## src/rtl/prep_pkg.sv

```systemverilog
// Shared widths, kernel weights and data types for the row preprocessing core.
// Modules import this package inside their body. Port lists use scoped names.

`default_nettype none

package prep_pkg;

    //////////////////////////////////////////////////
    // widths
    localparam int PIX_W   = 8;
    localparam int COORD_W = 16;

    //////////////////////////////////////////////////
    // binomial row kernel 1 4 6 4 1, divided by 16
    localparam int GAUSS_TAPS  = 5;
    localparam int GAUSS_SHIFT = 4;

    // centre weight is GAUSS_W2, kernel is symmetric
    localparam logic [3:0] GAUSS_W0 = 4'd1;
    localparam logic [3:0] GAUSS_W1 = 4'd4;
    localparam logic [3:0] GAUSS_W2 = 4'd6;

    // plain 3-tap sum, gain 3
    localparam int BOX_TAPS = 3;

    //////////////////////////////////////////////////
    // pipeline timing
    localparam int PIPE_DEPTH = 5;
    localparam int OUT_LAG    = 3;

    //////////////////////////////////////////////////
    // types
    typedef logic [PIX_W-1:0] pixel_t;

    // weighted sum before the divide by 16
    typedef logic [PIX_W+GAUSS_SHIFT-1:0] gauss_acc_t;

    // 3 * 255 needs two extra bits
    typedef logic [PIX_W+1:0]        box_t;
    typedef logic [PIX_W+1:0]        ia_t;
    typedef logic signed [PIX_W+1:0] it_t;

    typedef logic [COORD_W-1:0] coord_t;

endpackage

`default_nettype wire

```

## src/rtl/filter_ctrl_if.sv

```systemverilog
// Stage enables from the stream controller to the filter datapath.
// The controller drives through ctrl, each datapath stage listens through dp.

`timescale 1ns/100ps
`default_nettype none

interface filter_ctrl_if;

    logic gauss_shift;
    logic gauss_load;
    logic box_shift;
    logic box_load;
    logic comb_load;

    modport ctrl (
        output gauss_shift,
        output gauss_load,
        output box_shift,
        output box_load,
        output comb_load
    );

    modport dp (
        input gauss_shift,
        input gauss_load,
        input box_shift,
        input box_load,
        input comb_load
    );

endinterface

`default_nettype wire

```

## src/rtl/box_row_filter.sv

```systemverilog
// Three tap box filter along the row for one channel.
// Takes the Gaussian result on box_shift and registers the plain sum
// on box_load. No divide by 3, the stage has gain 3.

`timescale 1ns/100ps
`default_nettype none

module box_row_filter (
    input  wire logic             clk_i,

    filter_ctrl_if.dp             ctrl_if,

    input  wire prep_pkg::pixel_t gauss_i,
    output prep_pkg::box_t        box_o
);

    import prep_pkg::*;

    pixel_t win_q [BOX_TAPS];
    box_t   sum_w;

    always_ff @(posedge clk_i) begin
        if (ctrl_if.box_shift) begin
            win_q[0] <= gauss_i;
            for (int i = 1; i < BOX_TAPS; i++) begin
                win_q[i] <= win_q[i-1];
            end
        end
    end

    always_comb begin
        sum_w = '0;
        for (int i = 0; i < BOX_TAPS; i++) begin
            sum_w = sum_w + box_t'(win_q[i]);
        end
    end

    always_ff @(posedge clk_i) begin
        if (ctrl_if.box_load) begin
            box_o <= sum_w;
        end
    end

endmodule

`default_nettype wire

```

## src/rtl/gauss_row_filter.sv

```systemverilog
// Five tap binomial row filter for one pixel channel.
// The window shifts on gauss_shift; the weighted sum divided by 16 is
// registered on gauss_load, one cycle after the sample arrives.

`timescale 1ns/100ps
`default_nettype none

module gauss_row_filter (
    input  wire logic             clk_i,

    filter_ctrl_if.dp             ctrl_if,

    input  wire prep_pkg::pixel_t pix_i,
    output prep_pkg::pixel_t      gauss_o
);

    import prep_pkg::*;

    pixel_t     win_q [GAUSS_TAPS];
    gauss_acc_t acc_w;

    //////////////////////////////////////////////////
    // row window, newest sample at index 0
    always_ff @(posedge clk_i) begin
        if (ctrl_if.gauss_shift) begin
            win_q[0] <= pix_i;
            for (int i = 1; i < GAUSS_TAPS; i++) begin
                win_q[i] <= win_q[i-1];
            end
        end
    end

    // fold the symmetric taps before weighting
    always_comb begin
        acc_w = GAUSS_W0 * (gauss_acc_t'(win_q[0]) + gauss_acc_t'(win_q[4]))
              + GAUSS_W1 * (gauss_acc_t'(win_q[1]) + gauss_acc_t'(win_q[3]))
              + GAUSS_W2 * gauss_acc_t'(win_q[2]);
    end

    // weights sum to 16, result fits a pixel
    always_ff @(posedge clk_i) begin
        if (ctrl_if.gauss_load) begin
            gauss_o <= pixel_t'(acc_w >> GAUSS_SHIFT);
        end
    end

endmodule

`default_nettype wire

```

## src/rtl/preprocessing_top.sv

```systemverilog
// Top level of the row preprocessing core.
// Two raster pixel streams go through a Gaussian and a box row filter each,
// then are combined into i_a and i_t with the centre pixel coordinate.
// Free-running valid stream, no back-pressure.

`timescale 1ns/100ps
`default_nettype none

module preprocessing_top #(
    parameter int IMAGE_WIDTH = 16
) (
    input  wire logic             clk_i,
    input  wire logic             rst_i,

    input  wire prep_pkg::pixel_t rho_plus_i,
    input  wire prep_pkg::pixel_t rho_minus_i,
    input  wire prep_pkg::coord_t col_i,
    input  wire prep_pkg::coord_t row_i,
    input  wire logic             valid_i,

    output prep_pkg::ia_t         i_a_o,
    output prep_pkg::it_t         i_t_o,
    output prep_pkg::coord_t      col_o,
    output prep_pkg::coord_t      row_o,
    output logic                  valid_o
);

    import prep_pkg::*;

    filter_ctrl_if ctrl_if ();

    pixel_t rho_plus_gauss_w;
    pixel_t rho_minus_gauss_w;
    box_t   rho_plus_box_w;
    box_t   rho_minus_box_w;

    //////////////////////////////////////////////////
    // control, valid and coordinates
    stream_ctrl #(
        .IMAGE_WIDTH(IMAGE_WIDTH)
    ) u_stream_ctrl (
        .clk_i  (clk_i),
        .rst_i  (rst_i),

        .valid_i(valid_i),
        .col_i  (col_i),
        .row_i  (row_i),

        .ctrl_if(ctrl_if.ctrl),

        .col_o  (col_o),
        .row_o  (row_o),
        .valid_o(valid_o)
    );

    //////////////////////////////////////////////////
    // rho plus channel
    gauss_row_filter u_rho_plus_gauss (
        .clk_i  (clk_i),
        .ctrl_if(ctrl_if.dp),
        .pix_i  (rho_plus_i),
        .gauss_o(rho_plus_gauss_w)
    );

    box_row_filter u_rho_plus_box (
        .clk_i  (clk_i),
        .ctrl_if(ctrl_if.dp),
        .gauss_i(rho_plus_gauss_w),
        .box_o  (rho_plus_box_w)
    );

    //////////////////////////////////////////////////
    // rho minus channel
    gauss_row_filter u_rho_minus_gauss (
        .clk_i  (clk_i),
        .ctrl_if(ctrl_if.dp),
        .pix_i  (rho_minus_i),
        .gauss_o(rho_minus_gauss_w)
    );

    box_row_filter u_rho_minus_box (
        .clk_i  (clk_i),
        .ctrl_if(ctrl_if.dp),
        .gauss_i(rho_minus_gauss_w),
        .box_o  (rho_minus_box_w)
    );

    //////////////////////////////////////////////////
    // i_a and i_t
    rho_combiner u_rho_combiner (
        .clk_i  (clk_i),
        .ctrl_if(ctrl_if.dp),
        .plus_i (rho_plus_box_w),
        .minus_i(rho_minus_box_w),
        .i_a_o  (i_a_o),
        .i_t_o  (i_t_o)
    );

endmodule

`default_nettype wire

```

## src/rtl/rho_combiner.sv

```systemverilog
// Combines the two smoothed channels into i_a and i_t.
// i_a is the half sum, i_t the half difference plus minus minus,
// both registered on comb_load.

`timescale 1ns/100ps
`default_nettype none

module rho_combiner (
    input  wire logic           clk_i,

    filter_ctrl_if.dp           ctrl_if,

    input  wire prep_pkg::box_t plus_i,
    input  wire prep_pkg::box_t minus_i,

    output prep_pkg::ia_t       i_a_o,
    output prep_pkg::it_t       i_t_o
);

    import prep_pkg::*;

    // one extra bit for carry and sign
    logic [$bits(box_t):0]        sum_w;
    logic signed [$bits(box_t):0] diff_w;
    logic signed [$bits(box_t):0] half_diff_w;

    assign sum_w       = {1'b0, plus_i} + {1'b0, minus_i};
    assign diff_w      = $signed({1'b0, plus_i}) - $signed({1'b0, minus_i});
    // arithmetic shift rounds toward minus infinity
    assign half_diff_w = diff_w >>> 1;

    always_ff @(posedge clk_i) begin
        if (ctrl_if.comb_load) begin
            i_a_o <= ia_t'(sum_w >> 1);
            i_t_o <= it_t'(half_diff_w);
        end
    end

    // box outputs never exceed 3 * 255, so the half difference stays inside it_t
    a_diff_range: assert property (@(posedge clk_i)
        ctrl_if.comb_load |-> diff_w <= BOX_TAPS * ((1 << PIX_W) - 1)
                           && diff_w >= -(BOX_TAPS * ((1 << PIX_W) - 1)));

endmodule

`default_nettype wire

```

## src/rtl/stream_ctrl.sv

```systemverilog
// Stream controller for the row preprocessing pipeline.
// Delays valid, column and row alongside the data, drives the stage enables
// and qualifies the output once both row windows lie inside the row.

`timescale 1ns/100ps
`default_nettype none

module stream_ctrl #(
    parameter int IMAGE_WIDTH = 16
) (
    input  wire logic            clk_i,
    input  wire logic            rst_i,

    input  wire logic            valid_i,
    input  wire prep_pkg::coord_t col_i,
    input  wire prep_pkg::coord_t row_i,

    filter_ctrl_if.ctrl          ctrl_if,

    output prep_pkg::coord_t     col_o,
    output prep_pkg::coord_t     row_o,
    output logic                 valid_o
);

    import prep_pkg::*;

    logic [PIPE_DEPTH-1:0] valid_q;
    logic [PIPE_DEPTH-1:0] full_q;
    coord_t                col_q [PIPE_DEPTH];
    coord_t                row_q [PIPE_DEPTH];
    logic                  full_w;

    // input stream tracking
    coord_t                last_row_q;
    logic                  seen_q;

    // gauss window full at col 4, box over three gauss results at col 6
    assign full_w = col_i >= coord_t'(GAUSS_TAPS + BOX_TAPS - 2);

    //////////////////////////////////////////////////
    // valid pipe, one bit per stage
    always_ff @(posedge clk_i) begin
        if (rst_i) begin
            valid_q <= '0;
        end else begin
            valid_q <= {valid_q[PIPE_DEPTH-2:0], valid_i};
        end
    end

    // coordinates travel next to valid, output centre lags by OUT_LAG
    always_ff @(posedge clk_i) begin
        full_q   <= {full_q[PIPE_DEPTH-2:0], full_w};
        col_q[0] <= col_i - coord_t'(OUT_LAG);
        row_q[0] <= row_i;
        for (int i = 1; i < PIPE_DEPTH; i++) begin
            col_q[i] <= col_q[i-1];
            row_q[i] <= row_q[i-1];
        end
    end

    //////////////////////////////////////////////////
    // stage enables
    assign ctrl_if.gauss_shift = valid_i;
    assign ctrl_if.gauss_load  = valid_q[0];
    assign ctrl_if.box_shift   = valid_q[1];
    assign ctrl_if.box_load    = valid_q[2];
    assign ctrl_if.comb_load   = valid_q[3];

    assign valid_o = valid_q[PIPE_DEPTH-1] & full_q[PIPE_DEPTH-1];
    assign col_o   = col_q[PIPE_DEPTH-1];
    assign row_o   = row_q[PIPE_DEPTH-1];

    //////////////////////////////////////////////////
    // input stream checks
    always_ff @(posedge clk_i) begin
        if (rst_i) begin
            seen_q <= 1'b0;
        end else if (valid_i) begin
            seen_q <= 1'b1;
        end
    end

    always_ff @(posedge clk_i) begin
        if (valid_i) begin
            last_row_q <= row_i;
        end
    end

    a_col_in_row: assert property (@(posedge clk_i) disable iff (rst_i)
        valid_i |-> col_i < coord_t'(IMAGE_WIDTH));

    // the window logic relies on every row starting at column 0
    a_row_restart: assert property (@(posedge clk_i) disable iff (rst_i)
        valid_i && (!seen_q || row_i != last_row_q) |-> col_i == '0);

endmodule

`default_nettype wire

```

## config.mk

```make
export PLATFORM = sky130hd
export DESIGN_NAME = preprocessing_top
export DESIGN_NICKNAME = d
export VERILOG_FILES = /design/src/rtl/prep_pkg.sv /design/src/rtl/filter_ctrl_if.sv /design/src/rtl/box_row_filter.sv /design/src/rtl/gauss_row_filter.sv /design/src/rtl/preprocessing_top.sv /design/src/rtl/rho_combiner.sv /design/src/rtl/stream_ctrl.sv
export SDC_FILE = /design/constraint.sdc
export NUM_CORES = 1
export LEC_CHECK = 0
export BUFFER_PORTS_ARGS = -buffer_cell sky130_fd_sc_hd__buf_2
export CAP_MARGIN = 15
export CORE_AREA = 2 2 155 157
export DETAILED_ROUTE_END_ITERATION = 8
export DIE_AREA = 0 0 157 159
export PLACE_DENSITY = 0.77
export SYNTH_ARGS = -nofsm -noshare
export SYNTH_HDL_FRONTEND = slang
export SYNTH_SLANG_ARGS = --single-unit
```

## constraint.sdc

```tcl
create_clock -name clk_i -period 10.75 [get_ports clk_i]
set_input_delay 1.075 -clock clk_i [delete_from_list [all_inputs] [get_ports clk_i]]
set_output_delay 1.075 -clock clk_i [all_outputs]
set_load 0.05 [all_outputs]
```

# Word level (Yosys, flattened, before mapping)
# Memory sizes are Yosys's and may differ from the RTL's.
# Cells that the tools add are included.
# op_classes
bitwise,1
add_sub_neg,15
muxes,4
order_cmp,1
n_mul,2
# ops
op,n
adder 8 x 8 -> 9 bit,6
adder 12 x 11 -> 12 bit,2
adder 12 bit,2
adder 10 x 8 -> 10 bit,2
multiplier 2 x 8 -> 10 bit (first input constant),2
greater-or-equal comparator 16 x 3 -> 1 bit (second input constant),1
subtractor 16 x 2 -> 16 bit (second input constant),1
adder 10 x 10 -> 11 bit,1
subtractor 10 x 10 -> 11 bit,1
two-way mux 1 bit,4
bitwise AND 1 bit,1
# word_totals
n_memories,6
register_bits,66
inputBits,51
mem_bits_rw,288
wordCells,37
# memory_table
memory,depth,word_bits,read_ports,rd_ports_with_merged_regs,wr,line,source
u_stream_ctrl.col_q,5,16,5,0,5,stream_ctrl.sv:29,coord_t col_q [PIPE_DEPTH];
u_stream_ctrl.row_q,5,16,5,0,5,stream_ctrl.sv:30,coord_t row_q [PIPE_DEPTH];
u_rho_minus_gauss.win_q,5,8,5,0,5,gauss_row_filter.sv:19,pixel_t win_q [GAUSS_TAPS];
u_rho_plus_gauss.win_q,5,8,5,0,5,gauss_row_filter.sv:19,
u_rho_minus_box.win_q,3,8,3,0,3,box_row_filter.sv:19,pixel_t win_q [BOX_TAPS];
u_rho_plus_box.win_q,3,8,3,0,3,box_row_filter.sv:19,

# Logic depth before layout (Yosys ltp)
# Gate-level depths: netlist of the first run.
# An unclocked memory read counts as a cell.
# logic_depth
depth_word,4
depth_mapped,17
ltp_nobuf,17

# Modules after synthesis
# From an unflattened synthesis of the first run, not the netlist that was laid out.
# unflattened
hier_cells,1041
area_unflattened_um2,14396.3
# by_module_without_submodules
mod,instances,seq_area_each_um2,cells_each,area_per_inst_um2
gauss_row_filter,2,1441.4,213,2812.7
stream_ctrl,1,3403.3,235,3852.4
box_row_filter,2,1021.0,117,1689.1
rho_combiner,1,600.6,146,1540.2

# Worst setup path before layout of the first run
# Ideal clock, no wire load.
# synth_timing
path_kind,reg-to-reg
startpoint,memory u_rho_plus_gauss.win_q[0][0] in the netlist's numbering
endpoint,register u_rho_plus_gauss.gauss_o[7] (data pin)
stages_incl_launch_ff,17
path_slack_ns,7.047
period_less_slack_ns,3.703
t_arrival_ns,3.445
n_path_buf,0
path_cell_list,edfxtp_1 and2_1 fa_1 a21o_1 a21oi_1 o21bai_1 a21oi_1 nor2_1 a211oi_1 fa_1 inv_1 ha_1 nor2b_1 a311oi_2 o21bai_1 a21oi_1 xnor2_1
# synth_rtl
element,line,source
"start, declared",gauss_row_filter.sv:19,
"end signal, assigned",gauss_row_filter.sv:43,gauss_o <= pixel_t'(acc_w >> GAUSS_SHIFT);
"end, declared",gauss_row_filter.sv:14,output prep_pkg::pixel_t gauss_o

==> implementation parameters, run 1 <==
Parameter                              Value

Power
  Logic pwr share    0.186
  Peak ir drop on the vdd network    134.8 uV
  Sequential share of power    0.472
  Total internal power    2544 uW
  Leak Pwr    roughly 0.0066 uW
  Switching portion of total power    0.2559
  Switching power summed over all nets    874.8 uW
  Fraction of power consumed by the clock network    0.343
  Power density over cell area    216.3 nW/um2

Place
  Cell total after placement    1,385
  Routability congestion estimate from global placement    roughly 0.80
  Placed Instance Area    between 10,000 and 15,000 um2
  Place WS    6.777 ns
  Post-detail-place hpwl    13,830 um
  Buffers on Ports    about 100

Global routing
  First-pass GRT wire length    32,590 um
  Maximum number of pins on one net before global-route repair    82
  Overall Global Routing Usage    0.1603
  Vias in the first global route    7,265
  Global-route congestion overflow total    0
  Initial antenna violation count    0

Run
  Max Cap Violations    0

STA
  Final worst path period share    0.3719
  Achievable frequency    250.1 MHz
  Fin Hold WS    roughly 0.32 ns
  Total setup violations reported at the end of the flow    0
  Worst-case setup margin in the final layout    6.752 ns
  RSZ-0062 raised after global routing    no
  Fin. max-slew vios    0
  Crit path time final    ~4 ns
  Setup clock skew after layout    0.01230 ns
  Pin slew with the least headroom to its limit    1.068 ns
  Number of hold-slack violations in the final timing report    0
  Final TNS setup    0 ns
  Normalized max-slew margin    0.2881

Setup path
  Logic depth of the worst register-to-register path    16
  Setup slack of the most critical reg-to-reg path    6.75 ns
  Classification of the worst setup path    register to register
  Most numerous cell on the critical path    a21oi_1
  Largest fanout of any net on the critical path    3
  Critical path required time    ~11 ns
  Largest incremental delay on the critical path    0.47 ns
  WP data arrival    around 4.3 ns
  Critical-path cell with the highest stage delay    fa_1
  CP Capture Type    register
  Crit path cell chain    and2_1 > fa_1 > a21o_1 > a21oi_1 > o21bai_1 > a21oi_1 > nor2_1 > a211oi_1 > fa_1 > inv_1 > ha_1 > nor2b_1 > a311oi_2 > o21bai_1 > a21oi_1 > xnor2_1
  Element type at the critical path start    register

Clock network
  Clock network latency to the later pin of the worst-skew pair    roughly 0.52 ns
  Hold-fix buffer count after cts    0
  Post-cts resize count    0
  Clock edge transition at the registers on the reported setup and hold paths    0.06 ns
  CTS root buffer    clkbuf_16
  Clock Tree Buf Depth    3
  Clk sink count    354
  Number of H-tree levels    2
  Number of CTS-inserted buffers    35
  Total setup buffers inserted after CTS    0
  TritonCTS clock tree    done

Drt
  Total wirelength of the detailed-routed design    approximately 20,000 um
  Routed length on met2    9475 um
  First-pass iteration count of the detailed router    4
  Remaining routing DRC violations    0
  Top routing layer used    met4
  Met1 Wirelength    approximately 9000 um
  Via count normalized by instance count    4.977
  Met3 Wirelength    794 um
  Antenna Nets Post-Route    0
  Vias post-DR    7,207
  Routed wirelength normalized by instance count    about 13 um
  First-iteration detailed-routing DRC count    373

Die
  Floorplan die width    157 um
  Standard cell core area    23,190 um2
  Initial core utilization    0.5941
  I/O pin cnt    ~100
  Number of cell rows    56
  Die area    24,960 um2
  Height of the die    159 um

Logic synthesis
  Number of distinct standard cells referenced by the synthesized netlist    44
  Most instantiated flip-flop cell in the synthesis netlist    edfxtp_1
  Post-synth ARST share    0
  Mean Syn Cell Area    14.25 um2
  Post-Synthesis Cell Area    between 10,000 and 15,000 um2
  Register area share after synthesis    0.6480
  Biggest area consumer among synthesized cells    edfxtp_1
  Syn Inst Count    967
  Synth warn    0
  Net Count, Synth    1,162
  Top-area cell type share of the netlist area    0.4010
  Count of flip-flops with a built-in enable after synthesis    around 180
  Flops & latches, synth    354
  Cell types occupying the most area after synthesis    edfxtp_1 40%, dfxtp_1 25%, ha_1 11%

Cells and area
  Number of nets in the finished design    around 1.3k
  Count of antenna diodes in the layout    0
  Final instance count without filler cells    1,448
  Area of all placed cells without fillers    ~16,000 um2
  Fill cell count    1,595
  Share of post-route cells with drive strength above 1    0.1470
  Area added between synthesis and finish    14.71%

Status
  Status    completed

Hold path
  Worst hold path type    register to register
  Hold Path Depth    0
-- final timing paths --
check	from	end
max reg2reg	u_rho_plus_gauss.win_q[0][0]	u_rho_plus_gauss.gauss_o[7]
min reg2reg	u_stream_ctrl.full_q[1]	u_stream_ctrl.full_q[2]
max	u_rho_plus_gauss.win_q[0][0]	u_rho_plus_gauss.gauss_o[7]
min	u_stream_ctrl.full_q[1]	u_stream_ctrl.full_q[2]
-- flip-flops by register name, summed over array words and instances (netlist names) --
signal,count
u_rho_minus_box.win_q,24
u_stream_ctrl.full_q,5
u_rho_minus_box.box_o,10
u_rho_combiner.i_a_o,10
u_rho_minus_gauss.win_q,40
u_stream_ctrl.row_q,80
u_rho_plus_box.win_q,24
u_rho_combiner.i_t_o,10
u_stream_ctrl.valid_q,5
u_rho_plus_gauss.win_q,40
u_stream_ctrl.col_q,80
u_rho_plus_gauss.gauss_o,8
u_rho_plus_box.box_o,10
u_rho_minus_gauss.gauss_o,8
-- area by class of cell --
type                       count  area [um2]  share of cell area
timing repair buffer         103       518.0             0.03277
clock inverter                15       171.4             0.01085
clock buffer                  48       955.9             0.06048
tap                          319       399.1             0.02525
sequential                   354        8930              0.5650
multi-input combinational    530        4534              0.2869
inverter                      79       296.5             0.01876
-- through the flow --
| step | power, uW | util |
|---|---|---|
| floorplan | 2149 | - |
| global placement | 2259 | 0.6329 |
| detailed placement | 2282 | 0.6329 |
| CTS | 3464 | 0.6815 |
| global route | 3619 | 0.6815 |
| finish | 3419 | 0.6815 |
-- critical path, delay by kind of cell (launching register included) --
| kind | cells | cell delay, ns |
|---|---|---|
| xor gates and xnor gates | 1 | 0.07 |
| and+or+nand+nor | 3 | 0.42 |
| AOI/OAI and AO/OA | 8 | 1.66 |
| buffers and inverters | 1 | 0.07 |
| adders and majority gates | 3 | 1.13 |
| DFF | 1 | 0.40 |
-- cell families after synthesis --
kind of cell    Yosys count  synth area share
compound gates          154           0.07447
xor+xnor                102           0.06484
fa+ha+maj               144            0.1449
buf+inv                  83           0.02288
flops                   354            0.6480
simple gates            130           0.04486
-- power by group through the flow --
stage                     clock network (uW)  registers [uW]  logic (uW)
after global routing                    1260            1620         736
final                                   1170            1610         635
after CTS                               1210            1610         644
after floorplan                            0            1660         491
after global placement                     0            1640         623
after detailed placement                   0            1640         640
-- cell usage in the layout, fill, tap and decap left out, types with 3 or more instances in the layout --
cell	n
nand2_1	31
o21ai_0	20
clkbuf_16	35
and2_1	3
nor3_1	16
a21oi_1	55
xor2_1	38
dfxtp_1	169
clkbuf_1	9
or3_1	4
a21o_1	28
o211ai_1	3
o21bai_1	16
fa_1	26
o41ai_1	6
nand2b_1	11
ha_1	118
nor2_1	37
clkinv_2	5
nand3_1	9
xnor2_1	64
a211oi_1	4
nor2b_1	14
buf_2	102
inv_1	78
clkbuf_8	3
edfxtp_1	184
o21a_1	4
-- synthesized netlist by cell type (2+ instances only) --
library cell  instances
a211oi_1              4
a21o_1               28
a21oi_1              55
a31o_2                2
and2_1                3
clkbuf_1              3
dfxtp_1             170
edfxtp_1            184
fa_1                 26
ha_1                118
inv_1                78
nand2_1              31
nand2b_1             11
nand3_1               9
nor2_1               37
nor2b_1              14
nor3_1               16
nor4_1                2
o2111ai_1             2
o211ai_1              3
o21a_1                4
o21ai_0              20
o21bai_1             16
o22ai_1               2
o31ai_1               2
o41ai_1               6
or3_1                 4
xnor2_1              64
xor2_1               38
-- metal layers --
| layer | track usage | vias up |
|---|---|---|
| met1 | 0.2040 | 3386 |
| li1 | - | 3664 |
| met2 | 0.2769 | 131 |
| met5 | 0 | - |
| met3 | 0.03375 | 26 |
| met4 | 0.04587 | 0 |
Note: power is estimated with default switching activity, not from simulation.
==> run 2: changes to the inputs <==
- ABC_AREA: unset -> 1
- CORE_AREA: 2 2 155 157 -> 2 2 160 162
- DIE_AREA: 0 0 157 159 -> 0 0 162 164
- clock period: 10.75 -> 3.8 ns (I/O delays scaled with it)
==> implementation parameters, run 2 <==
Parameter                              Value

Setup path
  Largest incremental delay on the critical path    0.48 ns (was 0.47 ns)
  Crit path cell chain    ha_1 > fa_1 > nand4_1 > nand3_1 > xor2_1 > fa_1 > inv_1 > ha_1 > inv_1 > o21ai_0 > a21oi_1 > nand3_1 > nand2_1 > nand2_1 (was and2_1 > fa_1 > a21o_1 > a21oi_1 > o21bai_1 > a21oi_1 > nor2_1 > a211oi_1 > fa_1 > inv_1 > ha_1 > nor2b_1 > a311oi_2 > o21bai_1 > a21oi_1 > xnor2_1)
  CP Capture Type    register (unchanged)
  Critical-path cell with the highest stage delay    fa_1 (unchanged)
  Count of buffering cells on the critical path with inverters included    2 (was 1)
  WP data arrival    3.62 ns (was 4.27 ns)
  Critical path required time    4.08 ns (was 11.02 ns)
  Classification of the worst setup path    register to register (unchanged)
  Category of cells accounting for the largest share of critical-path delay    adder cells (was compound AO/OA/AOI/OAI gates)
  Largest fanout of any net on the critical path    4 (was 3)
  Reg-to-reg critical path startpoint    u_rho_minus_gauss.win_q[0][17] (was u_rho_plus_gauss.win_q[0][0])
  Element type at the critical path start    register (unchanged)
  Launch point of the worst path    u_rho_minus_gauss.win_q[0][17] (was u_rho_plus_gauss.win_q[0][0])

Global routing
  Vias in the first global route    8,775 (was 7,265)
  First-pass GRT wire length    39,330 um (was 32,590 um)
  Overall Global Routing Usage    0.1827 (was 0.1603)
  Initial antenna violation count    0 (unchanged)
  Global-route congestion overflow total    0 (unchanged)
  Maximum number of pins on one net before global-route repair    82 (unchanged)

Clock network
  TritonCTS clock tree    done (unchanged)
  Hold-fix buffer count after cts    16 (was 0)
  Clock network latency to the later pin of the worst-skew pair    0.52 ns (about the same)
  Total setup buffers inserted after CTS    0 (unchanged)
  Post-cts resize count    0 (unchanged)
  Clock Tree Buf Depth    3 (unchanged)
  Number of CTS-inserted buffers    36 (was 35)
  Clock edge transition at the registers on the reported setup and hold paths    0.06 ns (about the same)
  Clk sink count    354 (unchanged)
  CTS root buffer    clkbuf_16 (unchanged)
  Number of H-tree levels    2 (unchanged)

Cells and area
  Commonest non-fill, non-tap cell in the layout    nand2_1 (was edfxtp_1)
  Count of antenna diodes in the layout    0 (unchanged)
  Commonest non-fill, non-tap cells in the layout    201 x nand2_1, 184 x edfxtp_1, 177 x inv_1 (was 184 x edfxtp_1, 169 x dfxtp_1, 118 x ha_1)
  Number of nets in the finished design    1,604 (was 1,298)
  Largest registers    u_stream_ctrl.col_q: 80 flops, u_stream_ctrl.row_q: 80 flops (unchanged)
  Share of post-route cells with drive strength above 1    0.1301 (was 0.1470)
  Fill cell count    1,845 (was 1,595)
  Area added between synthesis and finish    15.82% (was 14.71%)
  Final instance count without filler cells    1,767 (was 1,448)

Power
  Leak Pwr    0.007764 uW (was 0.006613 uW)
  Peak ir drop on the vdd network    480.4 uV (was 134.8 uV)
  Sequential share of power    0.434 (was 0.472)
  Fraction of power consumed by the clock network    0.349 (was 0.343)
  Total internal power    7500 uW (was 2544 uW)
  Switching power summed over all nets    3008 uW (was 874.8 uW)
  Power density over cell area    616.0 nW/um2 (was 216.3 nW/um2)
  Logic pwr share    0.216 (was 0.186)
  Switching portion of total power    0.2863 (was 0.2559)

STA
  Number of hold-slack violations in the final timing report    0 (unchanged)
  Normalized max-slew margin    0.2849 (was 0.2881)
  Worst-case setup margin in the final layout    0.4522 ns (was 6.752 ns)
  Total setup violations reported at the end of the flow    0 (unchanged)
  Crit path time final    3.348 ns (was 3.998 ns)
  Setup clock skew after layout    0.01877 ns (was 0.01230 ns)
  Final TNS setup    0 ns (unchanged)
  Pin slew with the least headroom to its limit    1.073 ns (was 1.068 ns)
  Fin. max-slew vios    0 (unchanged)
  Final worst path period share    0.8810 (was 0.3719)
  RSZ-0062 raised after global routing    no (unchanged)
  Achievable frequency    298.7 MHz (was 250.1 MHz)

Logic synthesis
  Post-synth ARST share    0 (unchanged)
  Post-Synthesis Cell Area    14,730 um2 (was 13,780 um2)
  Count of flip-flops with a built-in enable after synthesis    184 (unchanged)
  Biggest area consumer among synthesized cells    edfxtp_1 (unchanged)
  Top-area cell type share of the netlist area    0.3751 (was 0.4010)
  Most instantiated flip-flop cell in the synthesis netlist    edfxtp_1 (unchanged)
  Number of distinct standard cells referenced by the synthesized netlist    36 (was 44)
  Flops & latches, synth    354 (unchanged)
  Top cells by instance count after synthesis    201 x nand2_1, 184 x edfxtp_1, 177 x inv_1 (was 184 x edfxtp_1, 170 x dfxtp_1, 118 x ha_1)
  Mean Syn Cell Area    11.73 um2 (was 14.25 um2)
  Register area share after synthesis    0.6062 (was 0.6480)
  Cell types occupying the most area after synthesis    edfxtp_1 38%, dfxtp_1 23%, ha_1 10% (was edfxtp_1 40%, dfxtp_1 25%, ha_1 11%)
  Synth warn    0 (unchanged)
  Net Count, Synth    1,451 (was 1,162)
  Syn Inst Count    1,256 (was 967)
  Dominant cell by count in the synthesized netlist    nand2_1 (was edfxtp_1)

Drt
  Remaining routing DRC violations    0 (unchanged)
  Via count normalized by instance count    5.018 (was 4.977)
  Total wirelength of the detailed-routed design    24,380 um (was 19,430 um)
  First-iteration detailed-routing DRC count    387 (was 373)
  Vias post-DR    8,867 (was 7,207)
  Routed wirelength normalized by instance count    13.80 um (was 13.42 um)
  First-pass iteration count of the detailed router    5 (was 4)
  Antenna Nets Post-Route    0 (unchanged)

Place
  Post-detail-place hpwl    17,250 um (was 13,830 um)
  Routability congestion estimate from global placement    0.8329 (was 0.7969)
  Place WS    0.4743 ns (was 6.777 ns)
  Buffers on Ports    103 (unchanged)
  Cell total after placement    1,685 (was 1,385)

Hold path
  Worst hold path type    input port to register (was register to register)
  Min-Delay Startpoint    rho_minus_i[1] (was u_stream_ctrl.full_q[1])

Status
  Status    completed (unchanged)

Run
  Max Cap Violations    0 (unchanged)

Die
  Die area    26,570 um2 (was 24,960 um2)
  Standard cell core area    24,820 um2 (was 23,190 um2)
  Initial core utilization    0.5935 (was 0.5941)
  I/O pin cnt    104 (unchanged)
  Floorplan die width    162 um (was 157 um)
  Number of cell rows    58 (was 56)
  Height of the die    164 um (was 159 um)
run 2: cell count changes after synthesis, moves of 6 or more:
cell	change
a21o_1	-18
a21oi_1	+15
a31oi_1	+8
inv_1	+99
nand2_1	+170
nand2b_1	-11
nand3_1	+52
nand4_1	+19
nor2b_1	-14
nor3_1	-10
o21ai_1	+8
o41ai_1	-6
xnor2_1	-51
xor2_1	+32
run 2: power groups by stage:
stage	clock network, uW	registers [uW]	logic [uW]
floorplan	0	4690	1640
global placement	0	4630	2160
detailed placement	0	4650	2220
CTS	3760	4570	2250
global route	3900	4590	2570
finish	3670	4560	2270
run 2: area by class of cell:
type	instances	area, um2	area share
repair buffers	119	678.2	0.03975
multi-input cells	719	5102	0.2991
well taps	330	412.9	0.02420
inverters	179	671.9	0.03939
flip-flops and latches	354	8930	0.5235
clock buffers	43	979.7	0.05743
clock inverters	23	284.0	0.01665
run 2: per-stage QoR:
stage	total power [uW]	hold slack [ns]	util	area, um2
5_1_grt	11060	0.01133	0.6873	17060
2_1_floorplan	6332	0.3096	-	14730
4_1_cts	10580	0.01005	0.6873	17060
3_3_place_gp	6792	0.3100	0.6300	15640
6_report	10510	0.03187	0.6873	17060
3_5_place_dp	6871	0.3121	0.6300	15640
run 2: layer usage:
metal  vias up  GRT usage  part of all wire
met2       175     0.3453              0.52
li1       4521          -                 -
met4         0    0.06074             0.028
met5         -          0                 0
met3        57    0.02879             0.036
met1      4114     0.2113              0.42
run 2: worst paths after layout:
kind / endpoint / slack, ns / cells after the start
min: u_rho_minus_gauss.win_q[0][1] / 0.03 / 1
max reg2reg: u_rho_minus_gauss.gauss_o[7] / 0.45 / 14
min reg2reg: u_stream_ctrl.col_q[1][10] / 0.31 / 0
max: u_rho_minus_gauss.gauss_o[7] / 0.45 / 14
run 2: worst register-to-register path: stages (launching register included):
cell	delay, ns
edfxtp_1	0.47
ha_1	0.26
fa_1	0.46
nand4_1	0.13
nand3_1	0.12
xor2_1	0.17
fa_1	0.48
inv_1	0.04
ha_1	0.33
inv_1	0.11
o21ai_0	0.13
a21oi_1	0.21
nand3_1	0.10
nand2_1	0.06
nand2_1	0.04
run 2: cells by family (layout without fill, tap and decap cells):
| kind of cell | count (synthesis) | after routing | share of synthesized area |
|---|---|---|---|
| XOR/XNOR | 83 | 83 | 0.04935 |
| AND/OR/NAND/NOR | 345 | 345 | 0.1036 |
| buffers and inverters | 183 | 364 | 0.04740 |
| adder cells (fa/ha/maj) | 144 | 144 | 0.1356 |
| flip-flops | 354 | 354 | 0.6062 |
| AO/OA/AOI/OAI | 147 | 147 | 0.05785 |
